$ cat src/hw/core_pkg.sv
`default_nettype none

package core_pkg;

    typedef enum logic [3:0] {
        alu_add,
        alu_sub,
        alu_and,
        alu_or,
        alu_xor,
        alu_sll,
        alu_srl,
        alu_slt,
        alu_lui
    } alu_op_e;

    // one decoded instruction as it arrives from decode
    typedef struct packed {
        logic [31:0] pc;
        alu_op_e     op;
        logic [4:0]  rd;
        logic [4:0]  rj;
        logic [4:0]  rk;
        logic        use_imm;
        logic [31:0] imm;
    } decoded_inst_t;

    // slot 0 is always valid, slot 0 is the older one
    typedef struct packed {
        logic          slot1_valid;
        decoded_inst_t inst1;
        decoded_inst_t inst0;
    } issue_pair_t;

    typedef struct packed {
        logic [31:0] pc;
        alu_op_e     op;
        logic [4:0]  rd;
        logic [31:0] src_a;
        logic [31:0] src_b;
    } exe_inst_t;

    typedef struct packed {
        logic [31:0] pc;
        logic [4:0]  rd;
        logic [31:0] result;
    } exe_result_t;

    typedef struct packed {
        logic [31:0] pc;
        logic [4:0]  wnum;
        logic [31:0] wdata;
    } commit_t;

    function automatic logic [31:0] alu_compute(
        input alu_op_e     op,
        input logic [31:0] a,
        input logic [31:0] b
    );
        logic [31:0] r;
        case (op)
            alu_add: r = a + b;
            alu_sub: r = a - b;
            alu_and: r = a & b;
            alu_or:  r = a | b;
            alu_xor: r = a ^ b;
            alu_sll: r = a << b[4:0];
            alu_srl: r = a >> b[4:0];
            alu_slt: r = {31'd0, $signed(a) < $signed(b)};
            alu_lui: r = b << 12;
            default: r = 32'd0;
        endcase
        return r;
    endfunction

endpackage

`default_nettype wire

$ cat src/hw/wb_stage.sv
`timescale 1ns/1ns
`default_nettype none

module wb_stage (
    input  wire                        aclk,
    input  wire                        rst,
    input  wire                        es_to_ws_valid0,
    input  wire                        es_to_ws_valid1,
    input  wire core_pkg::exe_result_t es_to_ws_bus0,
    input  wire core_pkg::exe_result_t es_to_ws_bus1,
    output logic                       ws_allowin,
    output logic                       ws_fwd_valid0,
    output logic                       ws_fwd_valid1,
    output core_pkg::exe_result_t      ws_fwd0,
    output core_pkg::exe_result_t      ws_fwd1,
    output logic                       rf_we0,
    output logic                       rf_we1,
    output logic [4:0]                 rf_waddr0,
    output logic [4:0]                 rf_waddr1,
    output logic [31:0]                rf_wdata0,
    output logic [31:0]                rf_wdata1,
    output logic                       trace_valid,
    input  wire                        trace_ready,
    output core_pkg::commit_t          trace0,
    output core_pkg::commit_t          trace1,
    output logic                       trace1_valid
);
    import core_pkg::*;

    logic        ws_valid0;
    logic        ws_valid1;
    exe_result_t ws_bus0;
    exe_result_t ws_bus1;
    logic        retire;

    // slot 1 never holds without slot 0
    assign retire     = ws_valid0 && trace_ready;
    assign ws_allowin = !ws_valid0 || trace_ready;

    always_ff @(posedge aclk) begin
        if (rst) begin
            ws_valid0 <= 1'b0;
            ws_valid1 <= 1'b0;
        end else if (ws_allowin) begin
            ws_valid0 <= es_to_ws_valid0;
            ws_valid1 <= es_to_ws_valid1;
        end
    end

    always_ff @(posedge aclk) begin
        if (ws_allowin && es_to_ws_valid0) begin
            ws_bus0 <= es_to_ws_bus0;
        end
        if (ws_allowin && es_to_ws_valid1) begin
            ws_bus1 <= es_to_ws_bus1;
        end
    end

    // regfile write lands on the retire edge
    assign rf_we0    = retire;
    assign rf_we1    = retire && ws_valid1;
    assign rf_waddr0 = ws_bus0.rd;
    assign rf_waddr1 = ws_bus1.rd;
    assign rf_wdata0 = ws_bus0.result;
    assign rf_wdata1 = ws_bus1.result;

    assign ws_fwd_valid0 = ws_valid0;
    assign ws_fwd_valid1 = ws_valid1;
    assign ws_fwd0       = ws_bus0;
    assign ws_fwd1       = ws_bus1;

    assign trace_valid  = ws_valid0;
    assign trace1_valid = ws_valid1;
    assign trace0 = '{pc: ws_bus0.pc, wnum: ws_bus0.rd, wdata: ws_bus0.result};
    assign trace1 = '{pc: ws_bus1.pc, wnum: ws_bus1.rd, wdata: ws_bus1.result};

endmodule

`default_nettype wire

$ cat config.mk
export PLATFORM = sky130hd
export DESIGN_NAME = wb_stage
export DESIGN_NICKNAME = d
export VERILOG_FILES = /design/src/hw/core_pkg.sv /design/src/hw/wb_stage.sv
export SDC_FILE = /design/constraint.sdc
export NUM_CORES = 1
export LEC_CHECK = 0
export BUFFER_PORTS_ARGS = -buffer_cell sky130_fd_sc_hd__buf_2
export CELL_PAD_IN_SITES_DETAIL_PLACEMENT = 1
export CELL_PAD_IN_SITES_GLOBAL_PLACEMENT = 1
export CORE_AREA = 3 3 192 194
export CTS_CLUSTER_DIAMETER = 30
export CTS_CLUSTER_SIZE = 12
export DETAILED_ROUTE_END_ITERATION = 8
export DIE_AREA = 0 0 195 197
export PLACE_DENSITY = 0.55
export SKIP_CTS_REPAIR_TIMING = 1
export SYNTH_ARGS = -nofsm -noshare
export SYNTH_HDL_FRONTEND = slang
export SYNTH_SLANG_ARGS = --single-unit
$ cat constraint.sdc
create_clock -name aclk -period 5.9 [get_ports aclk]
set_input_delay 0.59 -clock aclk [delete_from_list [all_inputs] [get_ports aclk]]
set_output_delay 0.59 -clock aclk [all_outputs]
set_load 0.01 [all_outputs]
==> results.ini <==
[final_layout]
fill_cells=4102
drive_gt1_share_pct=78.5
finalNetCount=811
syn2layout_area_growth_pct=35.4
design_area_um2=7940
fin_util_pct=22.4

[sta]
fmax_mhz=565
finalSetupViolCount=0
finClkSkew_ns=0.00747
worstMarginPinSlew_ns=0.956
fin_crit_ns=1.77
fin_crit_sh_pct=30.0
drv_slew=0
slew_headroom_pct=36.3
rsz0062_at_grt=false
hold_viol_final=0
setup_tns_ns=0

[route]
viasPerCell=3.19
ant_nets=0
drtIter0Drc=152
first_pass_iters=4
drc=0
drt_wl_total_um=19900
vias=3648
wl_per_cell_um=17.4

[worst_setup_path]
endpoint_kind=primary output
cpLargestDelayFamily=flip-flops
cpPeakStageDelay_ns=0.43
startpoint_type=register
r2r_start=trace_valid
worstPathRequired_ns=5.31
worstRegToRegCells=2
path_class=register to primary output
cp_data_arrival_time_ns=1.18
reg2reg_to=trace0[50]
path_max_fanout=6
crit_start=trace_valid
crit_chain=and3_2 -> buf_2
r2r_setup_slack_ns=4.22
crit_buf_inv=1
crit_slowest_cell=dfxtp_1

[placed_design]
dpl_cell_area_um2=7340
hpwl_um=16200
place.gp.congestion=0.833
port_buffers=499

[clock_tree]
path_clk_slew_ns=0.07
clockBufferDepth=2
insertion_delay_ns=0.43
cts-root-buf=clkbuf_16
cts_sinks=140
cts_made_buffers=17
tritoncts=done
h-tree-depth=4

[synth]
synth_area_leaders=edfxtp_1, buf_4, dfxtp_1
ys_types=11
ys_ff_latch=140
yosysWarnings=0
synth.largest_area_cell=edfxtp_1
async_reset_ff_share_pct=0
yosysSeqAreaShare_pct=71.3
syn_nets=507
yosysMostFrequentCell=buf_4
syn_inst=364
synth_ff_type=edfxtp_1
synth_top_area_share_pct=70.6
synth_edf_count=138
syn_area_per_cell_um2=16.1
synth_area_um2=5870
synthTopCellsByCount=buf_4, edfxtp_1, and2_1, dfxtp_1, inv_1

[floorplan]
core_um2=35400
die_area_um2=38400
initial_core_util_pct=16.6
rows=69
fp.dieW_um=195
die_h_um=197
pin_count=500

[outcome]
status=finished, final reports clean

[run]
maxCapViolations=0

[grt]
track_usage_pct=9.57
grt_start_max_net_pins=70
grt.overflow.total=0
grt_pass1_vias=3603
antenna_found_initial=2
grt_pass1_wl_um=26000

[hold_path]
min_to=rf_wdata1[14]
holdPathStages=1
min-delay-start=es_to_ws_bus1[14]
hold_path.class=input port to register

[pwr]
leakagePower_nw=3.66
vdd_drop_max_mv=0.183
powerDensity_nw_per_um2=331
power.total_mw=2.63

==> power by group <==
| part | total, mW | internal, mW | switching (mW) |
|---|---|---|---|
| clock | 1.12 | 0.699 | 0.426 |
| sequential | 1.22 | 1.17 | 0.0482 |
| combinational | 0.289 | 0.123 | 0.166 |
| total | 2.63 | 1.99 | 0.640 |
==> sequential cells by signal (all words and copies together) (netlist names) <==
register      cells
trace1_valid      1
trace_valid       1
trace0           32
rf_wdata0        32
rf_waddr1         5
rf_waddr0         5
trace1           32
rf_wdata1        32
==> cell type report <==
class	instances	area [um^2]	share of cell area (%)
multi-input combinational	8	72.6	0.914
clock inverter	14	178	2.24
tap	461	577	7.26
antenna	1	2.50	0.0315
clock buffer	17	425	5.36
sequential	140	4180	52.7
timing repair buffer	499	2500	31.4
inverter	2	7.51	0.0945
==> cell usage in the layout, fill, tap and decap left out, drive strengths merged <==
cell / synthesis / final
clkbuf: 0 / 17
edfxtp: 138 / 138
bufinv: 0 / 4
and2: 3 / 3
clkinvlp: 0 / 2
and4bb: 1 / 1
a31o: 1 / 1
diode: 0 / 1
and3: 1 / 1
nand2b: 1 / 1
a21oi: 1 / 1
buf: 214 / 499
inv: 2 / 2
dfxtp: 2 / 2
clkinv: 0 / 8
==> how the worst max path moves through the flow <==
stage	endpoint	slack [ns]	depth (start not counted)
floorplan	rf_waddr0[0]	3.10	2
global placement	rf_wdata0[0]	3.84	3
detailed placement	rf_wdata0[2]	3.81	3
CTS	rf_we1	4.09	2
global route	rf_we1	4.03	2
finish	rf_we1	4.13	2
==> stage by stage <==
stage / std cells / hold WS, ns / worst slack (ns)
final: 1142 / 0.330 / 4.13
after global routing: 1142 / 0.292 / 4.03
after CTS: 1141 / 0.292 / 4.09
after detailed placement: 1110 / 0.575 / 3.81
after global placement: 1110 / 0.564 / 3.84
after floorplan: 364 / 0.589 / 3.10
==> metal layers <==
layer | global-route usage (%) | wire, um | vias up
li1 | - | - | 1641
met1 | 12.3 | 8450 | 1817
met2 | 14.9 | 9880 | 177
met3 | 3.50 | 1280 | 11
met4 | 3.38 | 297 | 2
met5 | 0 | 13 | -
==> worst reg2reg max path, delay by kind of cell (launching register included) <==
| family | cells | cell delay, ns |
|---|---|---|
| AND/OR/NAND/NOR | 2 | 0.85 |
| flip-flops | 1 | 0.36 |
==> logic make-up after synthesis <==
group                  Yosys count  synth area share, %
DFF                            140                 71.3
and+or+nand+nor                  6                0.917
buffers and inverters          216                 27.5
AOI/OAI and AO/OA                2                0.235
(Power assumes the default switching activity.)
