### src/hw/core_pkg.sv
`default_nettype none

package core_pkg;

    typedef enum logic [3:0] {
        alu_add,
        alu_sub,
        alu_and,
        alu_or,
        alu_xor,
        alu_sll,
        alu_srl,
        alu_slt,
        alu_lui
    } alu_op_e;

    // one decoded instruction as it arrives from decode
    typedef struct packed {
        logic [31:0] pc;
        alu_op_e     op;
        logic [4:0]  rd;
        logic [4:0]  rj;
        logic [4:0]  rk;
        logic        use_imm;
        logic [31:0] imm;
    } decoded_inst_t;

    // slot 0 is always valid, slot 0 is the older one
    typedef struct packed {
        logic          slot1_valid;
        decoded_inst_t inst1;
        decoded_inst_t inst0;
    } issue_pair_t;

    typedef struct packed {
        logic [31:0] pc;
        alu_op_e     op;
        logic [4:0]  rd;
        logic [31:0] src_a;
        logic [31:0] src_b;
    } exe_inst_t;

    typedef struct packed {
        logic [31:0] pc;
        logic [4:0]  rd;
        logic [31:0] result;
    } exe_result_t;

    typedef struct packed {
        logic [31:0] pc;
        logic [4:0]  wnum;
        logic [31:0] wdata;
    } commit_t;

    function automatic logic [31:0] alu_compute(
        input alu_op_e     op,
        input logic [31:0] a,
        input logic [31:0] b
    );
        logic [31:0] r;
        case (op)
            alu_add: r = a + b;
            alu_sub: r = a - b;
            alu_and: r = a & b;
            alu_or:  r = a | b;
            alu_xor: r = a ^ b;
            alu_sll: r = a << b[4:0];
            alu_srl: r = a >> b[4:0];
            alu_slt: r = {31'd0, $signed(a) < $signed(b)};
            alu_lui: r = b << 12;
            default: r = 32'd0;
        endcase
        return r;
    endfunction

endpackage

`default_nettype wire

### src/hw/issue_stage.sv
`timescale 1ns/1ns
`default_nettype none

module issue_stage (
    input  wire                        aclk,
    input  wire                        rst,
    input  wire                        in_valid,
    input  wire core_pkg::issue_pair_t in_pair,
    output logic                       in_allowin,
    input  wire                        es_allowin,
    output logic                       es_valid0,
    output logic                       es_valid1,
    output core_pkg::exe_inst_t        es_inst0,
    output core_pkg::exe_inst_t        es_inst1,
    output logic [4:0]                 rf_raddr0,
    output logic [4:0]                 rf_raddr1,
    output logic [4:0]                 rf_raddr2,
    output logic [4:0]                 rf_raddr3,
    input  wire  [31:0]                rf_rdata0,
    input  wire  [31:0]                rf_rdata1,
    input  wire  [31:0]                rf_rdata2,
    input  wire  [31:0]                rf_rdata3,
    input  wire                        fwd_valid0,
    input  wire                        fwd_valid1,
    input  wire                        fwd_valid2,
    input  wire                        fwd_valid3,
    input  wire core_pkg::exe_result_t fwd0,
    input  wire core_pkg::exe_result_t fwd1,
    input  wire core_pkg::exe_result_t fwd2,
    input  wire core_pkg::exe_result_t fwd3
);
    import core_pkg::*;

    // in st_slot1 slot 0 already went out and slot 1 waits alone
    typedef enum logic {st_pair, st_slot1} issue_state_e;

    issue_state_e  state;
    logic          is_valid;
    issue_pair_t   is_pair;
    decoded_inst_t head;
    decoded_inst_t tail;
    logic          dep;
    logic          last;
    logic [3:0]    fwd_vld;
    exe_result_t   fwd_src [4];
    logic [31:0]   head_rj;
    logic [31:0]   head_rk;
    logic [31:0]   tail_rj;
    logic [31:0]   tail_rk;

    // index 0 is the youngest producer and wins
    function automatic logic [31:0] fwd_pick(
        input logic [4:0]  addr,
        input logic [31:0] rf_val,
        input logic [3:0]  vld,
        input exe_result_t src [4]
    );
        logic [31:0] val;
        val = rf_val;
        for (int i = 3; i >= 0; i--) begin
            if (vld[i] && src[i].rd == addr && addr != 5'd0) begin
                val = src[i].result;
            end
        end
        return val;
    endfunction

    assign fwd_vld    = {fwd_valid3, fwd_valid2, fwd_valid1, fwd_valid0};
    assign fwd_src[0] = fwd0;
    assign fwd_src[1] = fwd1;
    assign fwd_src[2] = fwd2;
    assign fwd_src[3] = fwd3;

    assign head = (state == st_slot1) ? is_pair.inst1 : is_pair.inst0;
    assign tail = is_pair.inst1;

    // slot 1 reading slot 0's result forces a split
    assign dep = is_pair.slot1_valid && is_pair.inst0.rd != 5'd0
              && (tail.rj == is_pair.inst0.rd
                  || (!tail.use_imm && tail.rk == is_pair.inst0.rd));
    assign last = (state == st_slot1) || !dep;

    assign in_allowin = !is_valid || (es_allowin && last);

    assign rf_raddr0 = head.rj;
    assign rf_raddr1 = head.rk;
    assign rf_raddr2 = tail.rj;
    assign rf_raddr3 = tail.rk;

    assign head_rj = fwd_pick(head.rj, rf_rdata0, fwd_vld, fwd_src);
    assign head_rk = fwd_pick(head.rk, rf_rdata1, fwd_vld, fwd_src);
    assign tail_rj = fwd_pick(tail.rj, rf_rdata2, fwd_vld, fwd_src);
    assign tail_rk = fwd_pick(tail.rk, rf_rdata3, fwd_vld, fwd_src);

    assign es_valid0 = is_valid && es_allowin;
    assign es_valid1 = is_valid && es_allowin && state == st_pair
                    && is_pair.slot1_valid && !dep;

    assign es_inst0 = '{pc: head.pc, op: head.op, rd: head.rd, src_a: head_rj,
                        src_b: head.use_imm ? head.imm : head_rk};
    assign es_inst1 = '{pc: tail.pc, op: tail.op, rd: tail.rd, src_a: tail_rj,
                        src_b: tail.use_imm ? tail.imm : tail_rk};

    always_ff @(posedge aclk) begin
        if (rst) begin
            is_valid <= 1'b0;
            state    <= st_pair;
        end else if (in_allowin) begin
            is_valid <= in_valid;
            state    <= st_pair;
        end else if (is_valid && es_allowin) begin
            state <= st_slot1;
        end
    end

    always_ff @(posedge aclk) begin
        if (in_valid && in_allowin) begin
            is_pair <= in_pair;
        end
    end

endmodule

`default_nettype wire

### config.mk
export PLATFORM = sky130hd
export DESIGN_NAME = issue_stage
export DESIGN_NICKNAME = d
export VERILOG_FILES = /design/src/hw/core_pkg.sv /design/src/hw/issue_stage.sv
export SDC_FILE = /design/constraint.sdc
export NUM_CORES = 1
export LEC_CHECK = 0
export BUFFER_PORTS_ARGS = -buffer_cell sky130_fd_sc_hd__buf_2
export CAP_MARGIN = 15
export CELL_PAD_IN_SITES_DETAIL_PLACEMENT = 0
export CELL_PAD_IN_SITES_GLOBAL_PLACEMENT = 1
export CORE_AREA = 2 2 319 321
export CTS_BUF_LIST = sky130_fd_sc_hd__clkbuf_4 sky130_fd_sc_hd__clkbuf_8
export DETAILED_ROUTE_END_ITERATION = 8
export DIE_AREA = 0 0 321 323
export GPL_TIMING_DRIVEN = 0
export PLACE_DENSITY_LB_ADDON = 0.1
export SYNTH_ARGS = -nofsm -noshare
export SYNTH_HDL_FRONTEND = slang
export SYNTH_SLANG_ARGS = --single-unit
export TNS_END_PERCENT = 5
### constraint.sdc
create_clock -name aclk -period 5.8 [get_ports aclk]
set_input_delay 0.87 -clock aclk [delete_from_list [all_inputs] [get_ports aclk]]
set_output_delay 0.87 -clock aclk [all_outputs]
set_load 0.01 [all_outputs]
==> impl_metrics.json <==
{
  "track_usage_pct": 17.8,
  "cts_tree": "yes",
  "yosys_warnings": 0,
  "fillers": 11300,
  "synthArstFlopShare_pct": 0,
  "synth_area_leaders": "edfxtp_1 (37%), mux2i_1 (12%), mux2_2 (8.6%)",
  "numPortBuffers": 678,
  "fin_skew_ns": 0.0362,
  "synth_edf_count": 169,
  "p_leak_nw": 8.53,
  "met2_length_um": 46400,
  "regArea_um2": 5110,
  "cts_buffers": 17,
  "grt_pass1_wl_um": 127000,
  "multi_input_area_um2": 7570,
  "synth_area_um2": 13900,
  "cts_resized": 0,
  "cts-htree-levels": 4,
  "hold_path.class": "input port to flip-flop",
  "final-setup-viol-count": 0,
  "nets": 2586,
  "synth.avg_cell_area_um2": 10.7,
  "crit_type": "flip-flop to output port",
  "power_mw": 3.65,
  "clk_latency_ns": 0.58,
  "synth_top_area_share_pct": 36.6,
  "drc": 0,
  "num_rows": 117,
  "dr.pass1.iters": 7,
  "clock_sinks": 171,
  "synth_flop_cell": "edfxtp_1",
  "cts_root_buf": "clkbuf_8",
  "finalCriticalPeriod_ns": 5.46,
  "drt-initial-drc-count": 854,
  "irDropWorstVdd_v": 0.000145,
  "num_io_pins": 814,
  "crit_required_ns": 4.93,
  "maxCapViolations": 0,
  "routed_wl_um": 95200,
  "synth_most_common_cell": "edfxtp_1",
  "die_area_um2": 104000,
  "holdBufCountCts": 0,
  "highest_layer": "met5",
  "grt_max_degree": 58,
  "syn_inst": 1295,
  "die_width_um": 321,
  "synth_top_area_cell": "edfxtp_1",
  "hpwlAfterDp_um": 74000,
  "slew_headroom_pct": 17.4,
  "drive_above_1_share_pct": 50.0,
  "synth-seq-cells": 171,
  "grt_pass1_vias": 15200,
  "crit_fanout": 10,
  "startpoint_type": "flip-flop",
  "met1_length_um": 39400,
  "synth-seq-area-share_pct": 36.9,
  "rsz0062_at_grt": "false",
  "initial_core_util_pct": 13.8,
  "placed_cells": 3295,
  "status": "complete, no violations",
  "grt_antenna_before_repair": 43,
  "cts_buffer_depth": 2,
  "cp-end-kind": "output port",
  "cts.clk_slew.worst_paths_ns": 0.15,
  "post_cts_buffers": 0,
  "synth.distinct_cells": 59,
  "gp_congestion": 0.760,
  "slew_viol_final": 0,
  "final_cells": 3339,
  "finalSetupTns_ns": 0,
  "core_region_area_um2": 101000,
  "ant_nets": 0,
  "routed-wl-met3_um": 7070,
  "syn_to_final_growth_pct": 41.0,
  "grt_overflow": 0,
  "reg2reg_slack_ns": 2.38,
  "viasPerCell": 4.24,
  "crit_arrival_ns": 4.59,
  "wl_per_cell_um": 28.5,
  "die_h_um": 323,
  "max_freq_mhz": 183,
  "hold_viol": 0,
  "tightest_slew_ns": 1.24,
  "synth_fp_nets": 1876,
  "vias": 14200,
  "p_per_area_nw_per_um2": 187,
  "fin_crit_sh_pct": 94.1,
  "synth_common_cells": "edfxtp_1 (169), mux2i_1 (164), mux2_2 (106)"
}
==> placed cells by master, fill, tap and decap left out, types with 33 or more instances in the layout <==
cell type	n
buf_2	711
o22ai_1	33
mux2i_1	163
o21ai_0	43
buf_4	63
mux2_2	106
a21oi_1	34
nand2b_1	35
nand2_1	38
clkbuf_1	65
edfxtp_1	169
xnor2_1	61
inv_1	73
==> final cells by class <==
cell class / instances / area share [%]
Antenna cell: 12 / 0.153
Clock inverter: 15 / 1.01
Buffer: 173 / 4.87
Tap cell: 1309 / 8.37
Clock buffer: 17 / 1.20
Sequential cell: 171 / 26.1
Multi-Input combinational cell: 878 / 38.7
Timing Repair Buffer: 691 / 18.2
Inverter: 73 / 1.40
==> stage by stage <==
| stage | instance area, µm² | hold slack [ns] | worst slack, ns | utilization [%] |
|---|---|---|---|---|
| finish | 19600 | 0.445 | 0.340 | 19.4 |
| global route | 19600 | 0.387 | 0.00873 | 19.4 |
| CTS | 19500 | 0.377 | 0.0862 | 19.4 |
| detailed placement | 19100 | 0.525 | 0.431 | 19.0 |
| global placement | 18900 | 0.488 | -2.01 | 18.8 |
| floorplan | 13900 | 0.465 | 1.76 | - |
==> logic make-up (layout without fill, tap and decap cells) <==
group / count (synthesis) / count (layout) / synth area share [%]
flops: 171 / 171 / 36.9
other cells: 0 / 12 / 0
xor+xnor: 88 / 88 / 5.55
mux: 277 / 277 / 21.5
compound gates: 335 / 335 / 19.2
simple gates: 178 / 178 / 8.04
buf+inv: 246 / 969 / 8.84
==> state kept, by name, summed over array words and instances, names as in the netlist <==
| register | flops |
|---|---|
| rf_raddr3 | 5 |
| rf_raddr2 | 5 |
| es_inst1 | 41 |
| state | 1 |
| is_valid | 1 |
| is_pair | 118 |
==> final timing paths <==
path / cells past startpoint / startpoint / endpoint
worst max register to register: 8 / state / is_pair[16]
worst max-delay path: 9 / rf_raddr3[0] / es_inst0[4]
worst min register to register: 2 / is_valid / is_valid
worst min-delay path: 1 / in_pair[36] / is_pair[36]
==> worst max-delay path, cell delays in order (launching register included) <==
cell and delay (ns):
edfxtp_1 0.42, buf_4 0.21, or4b_2 0.72, o2bb2a_1 0.30
nor2_1 0.05, nand3_1 0.15, nor3b_2 0.86, clkbuf_1 0.79
a221o_1 0.32, buf_2 0.14
==> power breakdown <==
group / leakage, nW / switching, mW / total [mW] / internal, mW
clock: 0.214 / 0.671 / 1.04 / 0.372
combinational: 6.66 / 0.665 / 1.13 / 0.463
sequential: 1.65 / 0.0342 / 1.48 / 1.45
==> layer usage <==
| layer | up-vias | global-route usage, % |
|---|---|---|
| li1 | 6421 | - |
| met1 | 6933 | 21.4 |
| met2 | 646 | 31.0 |
| met3 | 128 | 5.40 |
| met4 | 44 | 4.40 |
| met5 | - | 0 |
No activity file was read; power rests on OpenSTA's default activity.
